$ cat src/isaPkg.sv
package isaPkg;

  // ========================================
  // Raw word types
  // ========================================
  typedef logic [31:0] instrT;  // Instruction word as fetched
  typedef logic [3:0]  regT;    // Register number
  typedef logic [3:0]  flagsT;  // NZCV, N on top

  // Bit index of each flag inside flagsT
  localparam int flagN = 3;
  localparam int flagZ = 2;
  localparam int flagC = 1;
  localparam int flagV = 0;

  localparam regT pcReg = 4'd15;  // R15 reads as PC

  // ========================================
  // Field positions, lsb of each field
  // ========================================
  localparam int condField   = 28;  // [31:28]
  localparam int classField  = 26;  // [27:26]
  localparam int immBit      = 25;  // I, operand 2 / offset kind
  localparam int opcodeField = 21;  // [24:21] DP opcode
  localparam int upBit       = 23;  // U, add or subtract offset
  localparam int byteBit     = 22;  // B, byte or word
  localparam int loadBit     = 20;  // L on load/store
  localparam int setFlagsBit = 20;  // S on data processing, shares L
  localparam int rdField     = 12;  // [15:12]

  // Top level instruction classes, bits 27:26
  typedef enum logic [1:0] {
    clsDataProc = 2'b00,
    clsMem      = 2'b01,
    clsBranch   = 2'b10,
    clsUndef    = 2'b11   // Coprocessor, SWI etc, not handled
  } classT;

  // Condition codes in ARM order
  typedef enum logic [3:0] {
    condEq, condNe, condCs, condCc, condMi, condPl, condVs, condVc,
    condHi, condLs, condGe, condLt, condGt, condLe, condAl,
    condNv  // Reserved, never executes
  } condT;

  // DP opcodes double as ALU control
  typedef enum logic [3:0] {
    aluAnd, aluEor, aluSub, aluRsb, aluAdd, aluAdc, aluSbc, aluRsc,
    aluTst, aluTeq, aluCmp, aluCmn, aluOrr, aluMov, aluBic, aluMvn
  } aluOpT;

endpackage

$ cat src/ctrlPkg.sv
package ctrlPkg;

  // ========================================
  // Decode stage selects
  // ========================================
  typedef logic [1:0] regSrcT;
  localparam int regSrcPc = 0;  // First operand from PC (branch)
  localparam int regSrcRd = 1;  // Second operand from Rd (store data)

  // Immediate extension select
  typedef enum logic [1:0] {
    immDp     = 2'b00,  // 8 bit rotated
    immMem    = 2'b01,  // 12 bit offset
    immBranch = 2'b10   // 24 bit word offset
  } immSrcT;

  // Flag write request, NZ and CV separately
  typedef logic [1:0] flagWriteT;
  localparam int flagWriteNz = 1;
  localparam int flagWriteCv = 0;

  // One bit per byte lane, lane 0 lowest byte
  typedef logic [3:0] byteMaskT;
  localparam byteMaskT maskWord = 4'b1111;

  // ========================================
  // Stage payloads
  // ========================================
  typedef struct packed {
    logic              aluSrc;      // Immediate as operand B
    isaPkg::aluOpT     aluControl;
    flagWriteT         flagWrite;
    logic              branch;
    logic              memWrite;
    logic              memToReg;
    logic              regWrite;
    logic              pcWrite;     // Writes R15, branch or load
    logic              byteAccess;
    isaPkg::condT      cond;
  } execPayloadT;

  // Everything here is already gated by the condition check
  typedef struct packed {
    logic              memWrite;
    logic              memToReg;
    logic              regWrite;
    logic              pcSrc;
    byteMaskT          byteMask;
    logic              setFlags;
    isaPkg::flagsT     nextFlags;
  } memPayloadT;

  typedef struct packed {
    logic              memToReg;
    logic              regWrite;
    logic              pcSrc;
    logic              setFlags;
    isaPkg::flagsT     nextFlags;
  } wbPayloadT;

endpackage

$ cat src/armCtrl.sv
`timescale 1ns/1ps

module armCtrl (
  input  logic               clk,
  input  logic               rstN,
  // From datapath
  input  isaPkg::instrT      instrD,
  input  isaPkg::flagsT      aluFlagsE,
  input  logic [1:0]         addrLowE,
  // From hazard unit
  input  logic               stallE, stallM, stallW,
  input  logic               flushE, flushM, flushW,
  // Decode, combinational
  output ctrlPkg::regSrcT    regSrcD,
  output ctrlPkg::immSrcT    immSrcD,
  // Execute
  output logic               aluSrcE,
  output isaPkg::aluOpT      aluControlE,
  output logic               branchTakenE,
  output isaPkg::flagsT      flagsE,
  // Memory
  output logic               memWriteM,
  output logic               memToRegM,
  output ctrlPkg::byteMaskT  byteMaskM,
  // Writeback
  output logic               regWriteW,
  output logic               memToRegW,
  output logic               pcSrcW
);

  logic                 aluSrcD, branchD, memWriteD, memToRegD;
  logic                 regWriteD, pcWriteD, byteAccessD;
  isaPkg::aluOpT        aluControlD;
  ctrlPkg::flagWriteT   flagWriteD;
  ctrlPkg::execPayloadT execD, execE;
  ctrlPkg::memPayloadT  memE, memM;
  ctrlPkg::wbPayloadT   wbM, wbW;
  logic                 memWriteGatedE, regWriteGatedE, pcSrcGatedE, setFlagsE;
  isaPkg::flagsT        nextFlagsE;
  ctrlPkg::byteMaskT    byteMaskE;

  // ========================================
  // Decode
  // ========================================
  instrDecoder decoderD (
    .instrD      (instrD),
    .regSrcD     (regSrcD),
    .immSrcD     (immSrcD),
    .aluSrcD     (aluSrcD),
    .aluControlD (aluControlD),
    .flagWriteD  (flagWriteD),
    .branchD     (branchD),
    .memWriteD   (memWriteD),
    .memToRegD   (memToRegD),
    .regWriteD   (regWriteD),
    .pcWriteD    (pcWriteD),
    .byteAccessD (byteAccessD)
  );

  assign execD = '{aluSrc: aluSrcD, aluControl: aluControlD, flagWrite: flagWriteD,
                   branch: branchD, memWrite: memWriteD, memToReg: memToRegD,
                   regWrite: regWriteD, pcWrite: pcWriteD, byteAccess: byteAccessD,
                   cond: isaPkg::condT'(instrD[isaPkg::condField +: $bits(isaPkg::condT)])};

  stageReg #(.payloadT(ctrlPkg::execPayloadT)) execRegE (
    .clk(clk), .rstN(rstN), .stall(stallE), .flush(flushE), .d(execD), .q(execE)
  );

  // ========================================
  // Execute
  // ========================================
  assign aluSrcE     = execE.aluSrc;
  assign aluControlE = execE.aluControl;

  executeCtrl execCtrlE (
    .flagsE        (flagsE),
    .aluFlagsE     (aluFlagsE),
    .addrLowE      (addrLowE),
    .flagWriteE    (execE.flagWrite),
    .branchE       (execE.branch),
    .memWriteE     (execE.memWrite),
    .memToRegE     (execE.memToReg),
    .regWriteE     (execE.regWrite),
    .pcWriteE      (execE.pcWrite),
    .byteAccessE   (execE.byteAccess),
    .condE         (execE.cond),
    .branchTakenE  (branchTakenE),
    .memWriteGated (memWriteGatedE),
    .regWriteGated (regWriteGatedE),
    .pcSrcGated    (pcSrcGatedE),
    .setFlags      (setFlagsE),
    .nextFlags     (nextFlagsE),
    .byteMask      (byteMaskE)
  );

  assign memE = '{memWrite: memWriteGatedE, memToReg: execE.memToReg,
                  regWrite: regWriteGatedE, pcSrc: pcSrcGatedE, byteMask: byteMaskE,
                  setFlags: setFlagsE, nextFlags: nextFlagsE};

  stageReg #(.payloadT(ctrlPkg::memPayloadT)) memRegM (
    .clk(clk), .rstN(rstN), .stall(stallM), .flush(flushM), .d(memE), .q(memM)
  );

  // ========================================
  // Memory and Writeback
  // ========================================
  assign memWriteM = memM.memWrite;
  assign memToRegM = memM.memToReg;
  assign byteMaskM = memM.byteMask;

  assign wbM = '{memToReg: memM.memToReg, regWrite: memM.regWrite, pcSrc: memM.pcSrc,
                 setFlags: memM.setFlags, nextFlags: memM.nextFlags};

  stageReg #(.payloadT(ctrlPkg::wbPayloadT)) wbRegW (
    .clk(clk), .rstN(rstN), .stall(stallW), .flush(flushW), .d(wbM), .q(wbW)
  );

  assign regWriteW = wbW.regWrite;
  assign memToRegW = wbW.memToReg;
  assign pcSrcW    = wbW.pcSrc;

  // Committed flags plus M/W forwarding back to Execute
  statusReg statusRegW (
    .clk        (clk),
    .rstN       (rstN),
    .stallW     (stallW),
    .setFlagsM  (memM.setFlags),
    .nextFlagsM (memM.nextFlags),
    .setFlagsW  (wbW.setFlags),
    .nextFlagsW (wbW.nextFlags),
    .flagsE     (flagsE)
  );

endmodule

$ cat src/condUnit.sv
`timescale 1ns/1ps

module condUnit (
  input  isaPkg::condT        cond,
  input  isaPkg::flagsT       flags,      // Current NZCV, forwarded
  input  isaPkg::flagsT       aluFlags,   // Result flags of this instr
  input  ctrlPkg::flagWriteT  flagWrite,
  output logic                condEx,
  output isaPkg::flagsT       nextFlags
);

  logic n, z, c, v;
  logic ge;  // Signed greater or equal

  assign n  = flags[isaPkg::flagN];
  assign z  = flags[isaPkg::flagZ];
  assign c  = flags[isaPkg::flagC];
  assign v  = flags[isaPkg::flagV];
  assign ge = (n == v);

  // ========================================
  // Condition check
  // ========================================
  always_comb begin
    unique case (cond)
      isaPkg::condEq: condEx = z;
      isaPkg::condNe: condEx = ~z;
      isaPkg::condCs: condEx = c;
      isaPkg::condCc: condEx = ~c;
      isaPkg::condMi: condEx = n;
      isaPkg::condPl: condEx = ~n;
      isaPkg::condVs: condEx = v;
      isaPkg::condVc: condEx = ~v;
      isaPkg::condHi: condEx = c & ~z;     // Unsigned higher
      isaPkg::condLs: condEx = ~c | z;
      isaPkg::condGe: condEx = ge;
      isaPkg::condLt: condEx = ~ge;
      isaPkg::condGt: condEx = ~z & ge;
      isaPkg::condLe: condEx = z | ~ge;
      isaPkg::condAl: condEx = 1'b1;
      isaPkg::condNv: condEx = 1'b0;       // Reserved encoding
    endcase
  end

  // Per group flag update, unwritten flags carry through
  always_comb begin
    nextFlags = flags;
    if (flagWrite[ctrlPkg::flagWriteNz]) begin
      nextFlags[isaPkg::flagN] = aluFlags[isaPkg::flagN];
      nextFlags[isaPkg::flagZ] = aluFlags[isaPkg::flagZ];
    end
    if (flagWrite[ctrlPkg::flagWriteCv]) begin
      nextFlags[isaPkg::flagC] = aluFlags[isaPkg::flagC];
      nextFlags[isaPkg::flagV] = aluFlags[isaPkg::flagV];
    end
  end

endmodule

$ cat src/executeCtrl.sv
`timescale 1ns/1ps

module executeCtrl (
  input  isaPkg::flagsT       flagsE,      // Forwarded NZCV
  input  isaPkg::flagsT       aluFlagsE,
  input  logic [1:0]          addrLowE,    // Byte offset of the address
  // Execute payload fields
  input  ctrlPkg::flagWriteT  flagWriteE,
  input  logic                branchE,
  input  logic                memWriteE,
  input  logic                memToRegE,
  input  logic                regWriteE,
  input  logic                pcWriteE,
  input  logic                byteAccessE,
  input  isaPkg::condT        condE,
  // Gated results for the Memory stage
  output logic                branchTakenE,
  output logic                memWriteGated,
  output logic                regWriteGated,
  output logic                pcSrcGated,
  output logic                setFlags,
  output isaPkg::flagsT       nextFlags,
  output ctrlPkg::byteMaskT   byteMask
);

  logic               condEx;
  logic               memAccess;  // Load or store in Execute
  ctrlPkg::byteMaskT  laneMask;   // One hot lane for byte access

  condUnit condUnitE (
    .cond      (condE),
    .flags     (flagsE),
    .aluFlags  (aluFlagsE),
    .flagWrite (flagWriteE),
    .condEx    (condEx),
    .nextFlags (nextFlags)
  );

  // ========================================
  // Condition gating
  // ========================================
  // A failed condition turns the instruction into a no-op
  assign branchTakenE  = branchE & condEx;
  assign memWriteGated = memWriteE & condEx;
  assign regWriteGated = regWriteE & condEx;
  assign pcSrcGated    = pcWriteE & condEx;
  assign setFlags      = (flagWriteE != '0) & condEx;

  // ========================================
  // Store byte lanes
  // ========================================
  assign memAccess = memWriteE | memToRegE;
  assign laneMask  = ctrlPkg::byteMaskT'(1) << addrLowE;

  always_comb begin
    if (!memAccess) begin
      byteMask = '0;                  // No memory traffic
    end else if (byteAccessE) begin
      byteMask = laneMask;
    end else begin
      byteMask = ctrlPkg::maskWord;   // Full word
    end
  end

endmodule

$ cat src/instrDecoder.sv
`timescale 1ns/1ps

module instrDecoder (
  input  isaPkg::instrT       instrD,
  // Decode stage selects for the datapath
  output ctrlPkg::regSrcT     regSrcD,
  output ctrlPkg::immSrcT     immSrcD,
  // Controls carried on to Execute
  output logic                aluSrcD,
  output isaPkg::aluOpT       aluControlD,
  output ctrlPkg::flagWriteT  flagWriteD,
  output logic                branchD,
  output logic                memWriteD,
  output logic                memToRegD,
  output logic                regWriteD,
  output logic                pcWriteD,
  output logic                byteAccessD
);

  isaPkg::classT  instrClass;
  isaPkg::aluOpT  opcodeD;
  isaPkg::regT    rdD;
  logic           immD;       // I bit
  logic           upD;        // U bit
  logic           byteD;      // B bit
  logic           loadD;      // L bit
  logic           setFlagsD;  // S bit
  logic           testOpD;    // TST/TEQ/CMP/CMN, flags only

  // ========================================
  // Field extraction
  // ========================================
  assign instrClass = isaPkg::classT'(instrD[isaPkg::classField +: $bits(isaPkg::classT)]);
  assign opcodeD    = isaPkg::aluOpT'(instrD[isaPkg::opcodeField +: $bits(isaPkg::aluOpT)]);
  assign rdD        = instrD[isaPkg::rdField +: $bits(isaPkg::regT)];
  assign immD       = instrD[isaPkg::immBit];
  assign upD        = instrD[isaPkg::upBit];
  assign byteD      = instrD[isaPkg::byteBit];
  assign loadD      = instrD[isaPkg::loadBit];
  assign setFlagsD  = instrD[isaPkg::setFlagsBit];

  // Compare/test group has opcode 10xx
  assign testOpD = opcodeD inside {isaPkg::aluTst, isaPkg::aluTeq,
                                   isaPkg::aluCmp, isaPkg::aluCmn};

  // ========================================
  // Main control decode
  // ========================================
  always_comb begin
    // Everything off unless a class turns it on
    regSrcD     = '0;
    immSrcD     = ctrlPkg::immDp;
    aluSrcD     = 1'b0;
    aluControlD = isaPkg::aluAnd;
    flagWriteD  = '0;
    branchD     = 1'b0;
    memWriteD   = 1'b0;
    memToRegD   = 1'b0;
    regWriteD   = 1'b0;
    byteAccessD = 1'b0;

    unique case (instrClass)
      isaPkg::clsDataProc: begin
        aluControlD = opcodeD;         // Opcode drives ALU directly
        aluSrcD     = immD;            // Rotated imm or Rm
        regWriteD   = ~testOpD;        // Compares only touch flags
        flagWriteD  = {2{setFlagsD}};  // S sets both NZ and CV
      end

      isaPkg::clsMem: begin
        immSrcD     = ctrlPkg::immMem;
        aluSrcD     = ~immD;           // I clear means 12 bit offset
        aluControlD = upD ? isaPkg::aluAdd : isaPkg::aluSub;
        byteAccessD = byteD;
        if (loadD) begin
          memToRegD = 1'b1;
          regWriteD = 1'b1;
        end else begin
          memWriteD = 1'b1;
          regSrcD[ctrlPkg::regSrcRd] = 1'b1;  // Store data comes from Rd
        end
      end

      isaPkg::clsBranch: begin
        branchD     = 1'b1;
        regSrcD[ctrlPkg::regSrcPc] = 1'b1;  // Target is PC relative
        immSrcD     = ctrlPkg::immBranch;
        aluSrcD     = 1'b1;
        aluControlD = isaPkg::aluAdd;
      end

      default: ;  // Class 11 undefined, all zero
    endcase
  end

  // Any write to R15 redirects fetch
  assign pcWriteD = (regWriteD && (rdD == isaPkg::pcReg)) || branchD;

endmodule

$ cat src/stageReg.sv
`timescale 1ns/1ps

module stageReg #(
  parameter type payloadT = ctrlPkg::execPayloadT
) (
  input  logic     clk,
  input  logic     rstN,
  input  logic     stall,  // Hold current contents
  input  logic     flush,  // Insert bubble, wins over stall
  input  payloadT  d,
  output payloadT  q
);

  // Bubble is the all zero payload, same as reset
  always_ff @(posedge clk) begin
    if (!rstN) begin
      q <= '0;
    end else if (flush) begin
      q <= '0;
    end else if (!stall) begin
      q <= d;
    end
  end

endmodule

$ cat src/statusReg.sv
`timescale 1ns/1ps

module statusReg (
  input  logic           clk,
  input  logic           rstN,
  input  logic           stallW,
  // Flag results still in flight
  input  logic           setFlagsM,
  input  isaPkg::flagsT  nextFlagsM,
  input  logic           setFlagsW,
  input  isaPkg::flagsT  nextFlagsW,
  output isaPkg::flagsT  flagsE      // Flags seen by the Execute check
);

  isaPkg::flagsT flagsQ;  // Committed NZCV

  // Commit from Writeback unless it is held
  always_ff @(posedge clk) begin
    if (!rstN) begin
      flagsQ <= '0;
    end else if (setFlagsW && !stallW) begin
      flagsQ <= nextFlagsW;
    end
  end

  // ========================================
  // Forwarding, youngest writer first
  // ========================================
  always_comb begin
    if (setFlagsM) begin
      flagsE = nextFlagsM;
    end else if (setFlagsW) begin
      flagsE = nextFlagsW;
    end else begin
      flagsE = flagsQ;
    end
  end

endmodule
$ cat config.mk
export PLATFORM = sky130hd
export DESIGN_NAME = armCtrl
export DESIGN_NICKNAME = d
export VERILOG_FILES = /design/src/isaPkg.sv /design/src/ctrlPkg.sv /design/src/armCtrl.sv /design/src/condUnit.sv /design/src/executeCtrl.sv /design/src/instrDecoder.sv /design/src/stageReg.sv /design/src/statusReg.sv
export SDC_FILE = /design/constraint.sdc
export NUM_CORES = 1
export LEC_CHECK = 0
export ABC_CLOCK_PERIOD_IN_PS = 2510
export BUFFER_PORTS_ARGS = -buffer_cell sky130_fd_sc_hd__buf_4
export CAP_MARGIN = 20
export CORE_UTILIZATION = 51
export CTS_CLUSTER_DIAMETER = 120
export DETAILED_ROUTE_END_ITERATION = 10
export PLACE_DENSITY = 0.8
export SLEW_MARGIN = 20
export SYNTH_ARGS = -nofsm -noshare
export SYNTH_HDL_FRONTEND = slang
export SYNTH_SLANG_ARGS = --single-unit
$ cat constraint.sdc
create_clock -name clk -period 2.51 [get_ports clk]
set_input_delay 0.251 -clock clk [delete_from_list [all_inputs] [get_ports clk]]
set_output_delay 0.251 -clock clk [all_outputs]
set_load 0.05 [all_outputs]
# == Word level (Yosys, flattened, before mapping) ==
# Cells that the tools add are included.
# classes
reduce_logical,11
eq_ne,23
bitwise_logic,18
shift,1
muxes,19
# ops
op,n
4-bit == test (second input constant),13
4-bit by 3-bit == test with 1-bit output (second input constant),4
4-bit two-way mux,4
1-bit one-hot mux with 16 select lines,1
4-bit one-hot mux with 3 select lines,1
4-bit by 2-bit == test with 1-bit output (second input constant),2
1-bit NOT,8
1-bit bitwise AND,7
1-bit two-way mux,6
2-bit two-way mux,3
2-bit OR reduction,3
4-bit by 1-bit == test with 1-bit output (second input constant),1
4-bit logical NOT,1
2-bit one-hot mux with 2 select lines,1
4-bit nonzero test,1
1-bit by 2-bit left shift with 4-bit output (first input constant),1
3-bit two-way mux,1
1-bit OR,3
1-bit one-hot mux with 3 select lines,1
2-bit by 1-bit == test with 1-bit output (second input constant),1
2-bit == test (second input constant),1
1-bit logical AND,2
2-bit logical NOT,1
1-bit one-hot mux with 2 select lines,1
other kinds (4),4
# totals
reg_bits,42
elab_cells,95
output_inout_bits,23

# == Longest topological paths before layout ==
# depth
word_depth,7
ltp_mapped,7
mapped_depth_nobuf,6

# == Modules after synthesis ==
# A second synthesis with hierarchy kept.
# unflattened
hier_cells,220
hier_area_um2,2105.8
# by_module_without_submodules
module,cells_each,instances,area_per_inst_um2,seq_area_each_um2
stageReg at execRegE,56,1,628.1,340.3
stageReg at memRegM,43,1,481.7,260.2
stageReg at wbRegW,27,1,292.8,160.2
statusReg,27,1,256.5,80.1
condUnit,27,1,197.7,0.0
instrDecoder,26,1,170.2,0.0
executeCtrl,14,1,78.8,0.0

# == Least setup slack after synthesis ==
# No wires, ideal clock.
# synth_timing
path_kind,reg2out
from,reg wbRegW.q[4] in the netlist's numbering
to,out branchTakenE
stages_incl_launch_ff,8
path_slack_ns,-0.001
n_path_buf,1
t_arrival_ns,2.260
cell_sequence,dfxtp_1 > buf_6 > mux2i_4 > a21oi_2 > nand3_1 > a31oi_2 > o21ai_1 > a21boi_2
# synth_lines
item,line_no,source
from (decl),stageReg.sv:11,output payloadT q
from (signal assigned),stageReg.sv:17,q <= '0;
from (signal assigned),stageReg.sv:19,q <= '0;
from (signal assigned),stageReg.sv:21,q <= d;
4-bit two-way mux (*),statusReg.sv:32,end else if (setFlagsW) begin
4-bit two-way mux (*),statusReg.sv:30,if (setFlagsM) begin
named net flagsE[1],armCtrl.sv:20,"output isaPkg::flagsT flagsE,"
1-bit NOT,"condUnit.sv:29, condUnit.sv:35",
1-bit OR,condUnit.sv:35,isaPkg::condLs: condEx = ~c | z;
1-bit one-hot mux with 16 select lines (*),condUnit.sv:25,unique case (cond)
1-bit bitwise AND (*),executeCtrl.sv:43,assign branchTakenE = branchE & condEx;
to (decl),armCtrl.sv:19,"output logic branchTakenE,"
# Mark *: on every way through the listed nets, which the timed path passes. The rest lies on a longest branch.

# == Worst setup path in the final report ==
# layout_timing
from,reg wbRegW.q[4] in the netlist's numbering
to,out branchTakenE
# layout_between
elab_chain_len,7
# layout_lines
item,line_no,source
4-bit two-way mux (*),statusReg.sv:32,
4-bit two-way mux (*),statusReg.sv:30,
1-bit == test,condUnit.sv:19,assign ge = (n == v);
1-bit NOT,"condUnit.sv:37, condUnit.sv:39",
1-bit OR,condUnit.sv:39,isaPkg::condLe: condEx = z | ~ge;
1-bit one-hot mux with 16 select lines (*),condUnit.sv:25,
1-bit bitwise AND (*),executeCtrl.sv:43,
# Mark *: on every way between the ends. The rest lies on a longest branch, timed or not.

==> out/results.tsv <==
stage	metric	value	unit
grt	grtUsageTotal	21.5	%
drt	wirelength	4670	um
layout	final_nets	338	
critical_path	reg2reg_from	wbRegW.q[4]$_SDFFE_PP0N_	
die	num_rows	23	
timing	finalHoldViolCount	0	
layout	utilization	67.1	%
synth	synthArstFlopShare	0	%
synth	synth-seq-cells	41	
layout	antenna_cells	0	
drt	drc_errors	0	
synth	synth_cell_type_count	45	
critical_path	startpoint	wbRegW.q[4]$_SDFFE_PP0N_	
die	core_area	4090	um2
timing	finalMaxSlewViolations	0	
timing	period_minus_slack	2.46	ns
critical_path	cp_data_arrival_time	2.21	ns
drt	dr.pass1.iters	4	
drt	ant_nets	0	
timing	timing.fmax	406	MHz
grt	antenna_found_initial	0	
place	port_buffers	52	
drt	vias_per_cell	5.44	
synth	syn_inst	251	
clock_network	h-tree-depth	2	
timing	grt_setup_unrepaired	no	
grt	grt_max_degree	26	
place	place_congestion	0.912	
run_status	status	completed	
power_and_ir_drop	leakage	1.16	nW
timing	finalSetupTns	0	ns
critical_path	required	2.26	ns
layout	fillers	360	
clock_network	cts.sinks	41	
synth	yosysSeqAreaShare	37.2	%
timing	fin_skew	0.00993	ns
power_and_ir_drop	power.density	535	nW/um2
synth	synth-main-ff-cell	dfxtp_1	
critical_path	crit_path_end_kind	output pin	
die	die-area	4590	um2
synth	netlist_area	2210	um2
layout	drive_gt1_share	29.4	%
drt	num_vias	1865	
timing	maxSlewHeadroom	60.8	%
job	cap_violations	0	
timing	setup_viol	0	
layout	area_growth	24.3	%
critical_path	path_class	flop to output pin	
clock_network	clock-root-buffer	clkbuf_8	
die	chipWidth	67.8	um
synth	synth_warnings	0	
die	initial_utilization	54.0	%
clock_network	cts_buffers	5	
die	io_pins	69	
drt	initialDrtViolationCount	65	
power_and_ir_drop	ir_worst_vdd	0.408	mV
timing	fin_crit_sh	98.1	%
critical_path	crit_path_max_fanout	6	
clock_network	worstSkewPairLatency	0.29	ns
clock_network	ctsHoldBuffers	0	
timing	worst_pin_slew	0.588	ns
drt	wl_per_cell	13.6	um
synth	synth-edff-count	0	
place	dpl.hpwl	3420	um
synth	syn_nets	297	
synth	postSynthAreaPerCell	8.79	um2
clock_network	cts_tree	yes	
grt	grt_pass1_vias	1757	
grt	grt_pass1_wl	7380	um
die	die_height	67.8	um
critical_path	critPathLaunchType	flop	
worst_hold_path	hp-start	instrD[31]	
grt	overflow	0	
clock_network	clk_path_buf_depth	2	
layout	multi_input_area	1230	um2
layout	register_area	826	um2
worst_hold_path	hold_class	primary input to flop	
clock_network	clk_pin_slew_worst_paths	0.08	ns
==> critical path, cell delays in order, from the launching register on <==
cell and delay (ns):
dfxtp_4 0.41, mux2_4 0.36, mux2i_4 0.18, mux2_4 0.33, a31oi_4 0.22, o21ai_2 0.07
a21boi_2 0.17, buf_6 0.18
==> synth_stat cells (2+ instances only) <==
library cell  instances  area [um2]
nor3b_1               4        30.0
o21ai_0               9        45.0
mux2i_4               3        67.6
buf_4                 8        60.1
nor2_1               47         176
dfxtp_1              41         821
a21oi_1              13        65.1
a2111oi_0             2        17.5
o211ai_1              8        60.1
mux2i_1              23         230
nand2b_1              5        31.3
nand3_1              11        55.1
inv_1                10        37.5
clkbuf_1             13        48.8
nand2_1               9        33.8
a22oi_1               6        45.0
xor2_1                2        17.5
nor3_1                2        10.0
mux2_4                2        30.0
nor2b_1               7        43.8
buf_2                 2        10.0
==> final timing paths <==
kind | to | slack [ns] | cells after the start
setup / recovery | branchTakenE | 0.05 | 7
hold reg to reg | execRegE.q[12]$_SDFFE_PP0N_ | 0.50 | 2
hold / removal | execRegE.q[3]$_SDFFE_PP0N_ | 0.20 | 3
setup reg to reg | memRegM.q[9]$_SDFFE_PP0N_ | 0.58 | 7
==> state kept, by name, summed over array words and instances (netlist names) <==
signal	flops
execRegE.q	16
memRegM.q	13
statusRegW.flagsQ	4
wbRegW.q	8
==> stage by stage <==
| step | power, W | area, um2 | setup WS, ns | hold slack, ns | cells |
|---|---|---|---|---|---|
| global placement | 0.000832 | 2560 | 0.141 | 0.468 | 332 |
| detailed placement | 0.000834 | 2560 | 0.145 | 0.486 | 332 |
| finish | 0.00147 | 2740 | 0.0466 | 0.200 | 343 |
| floorplan | 0.000778 | 2210 | 0.180 | 0.379 | 251 |
| CTS | 0.00147 | 2710 | 0.0108 | 0.198 | 341 |
| global route | 0.00151 | 2740 | 0.00823 | 0.220 | 343 |
==> logic make-up after synthesis <==
group                  count (synthesis)  share of synthesized area (%)
XOR/XNOR                               3                           2.04
multiplexers                          29                           15.4
AND/OR/NAND/NOR                       92                           19.9
AO/OA/AOI/OAI                         51                           17.6
flip-flops                            41                           37.2
buffers and inverters                 35                           7.88
==> per-layer routing <==
metal,up-vias,wire [um],GRT usage [%]
li1,945,-,-
met1,884,2150,25.1
met3,5,129,3.89
met4,0,54,8.51
met2,31,2340,38.1
met5,-,0,0
==> power by group <==
group	switching, W	internal, W
Sequential	0.00000645	0.000655
Clock	0.000240	0.000400
Combinational	0.0000924	0.0000715
==> final cells by class <==
class,count,area share (%)
clock buffer,5,2.51
inverter,11,1.60
sequential,41,30.1
timing repair buffer,58,16.0
multi-input combinational,175,45.0
clock inverter,3,2.51
tap,50,2.28
==> cell usage in the layout (no fill, tap or decap), types with 2 or more instances in the layout <==
master	n
a2111oi_0	2
a21oi_1	13
a22oi_1	6
a31oi_4	2
buf_4	57
bufinv_16	2
clkbuf_8	5
dfxtp_1	39
inv_1	10
mux2_4	3
mux2i_1	23
mux2i_4	3
nand2_1	9
nand2b_1	5
nand3_1	11
nor2_1	47
nor2b_1	7
nor3_1	2
nor3b_1	4
o211ai_1	8
o21ai_0	9
xor2_1	2
==> repair_timing <==
action                                  in CTS  in global routing
resized for setup                            4                  3
pin swaps                                    1                  2
endpoints found under the setup margin       1                  1
setup buffers                                1                  2
(Power assumes the default switching activity.)
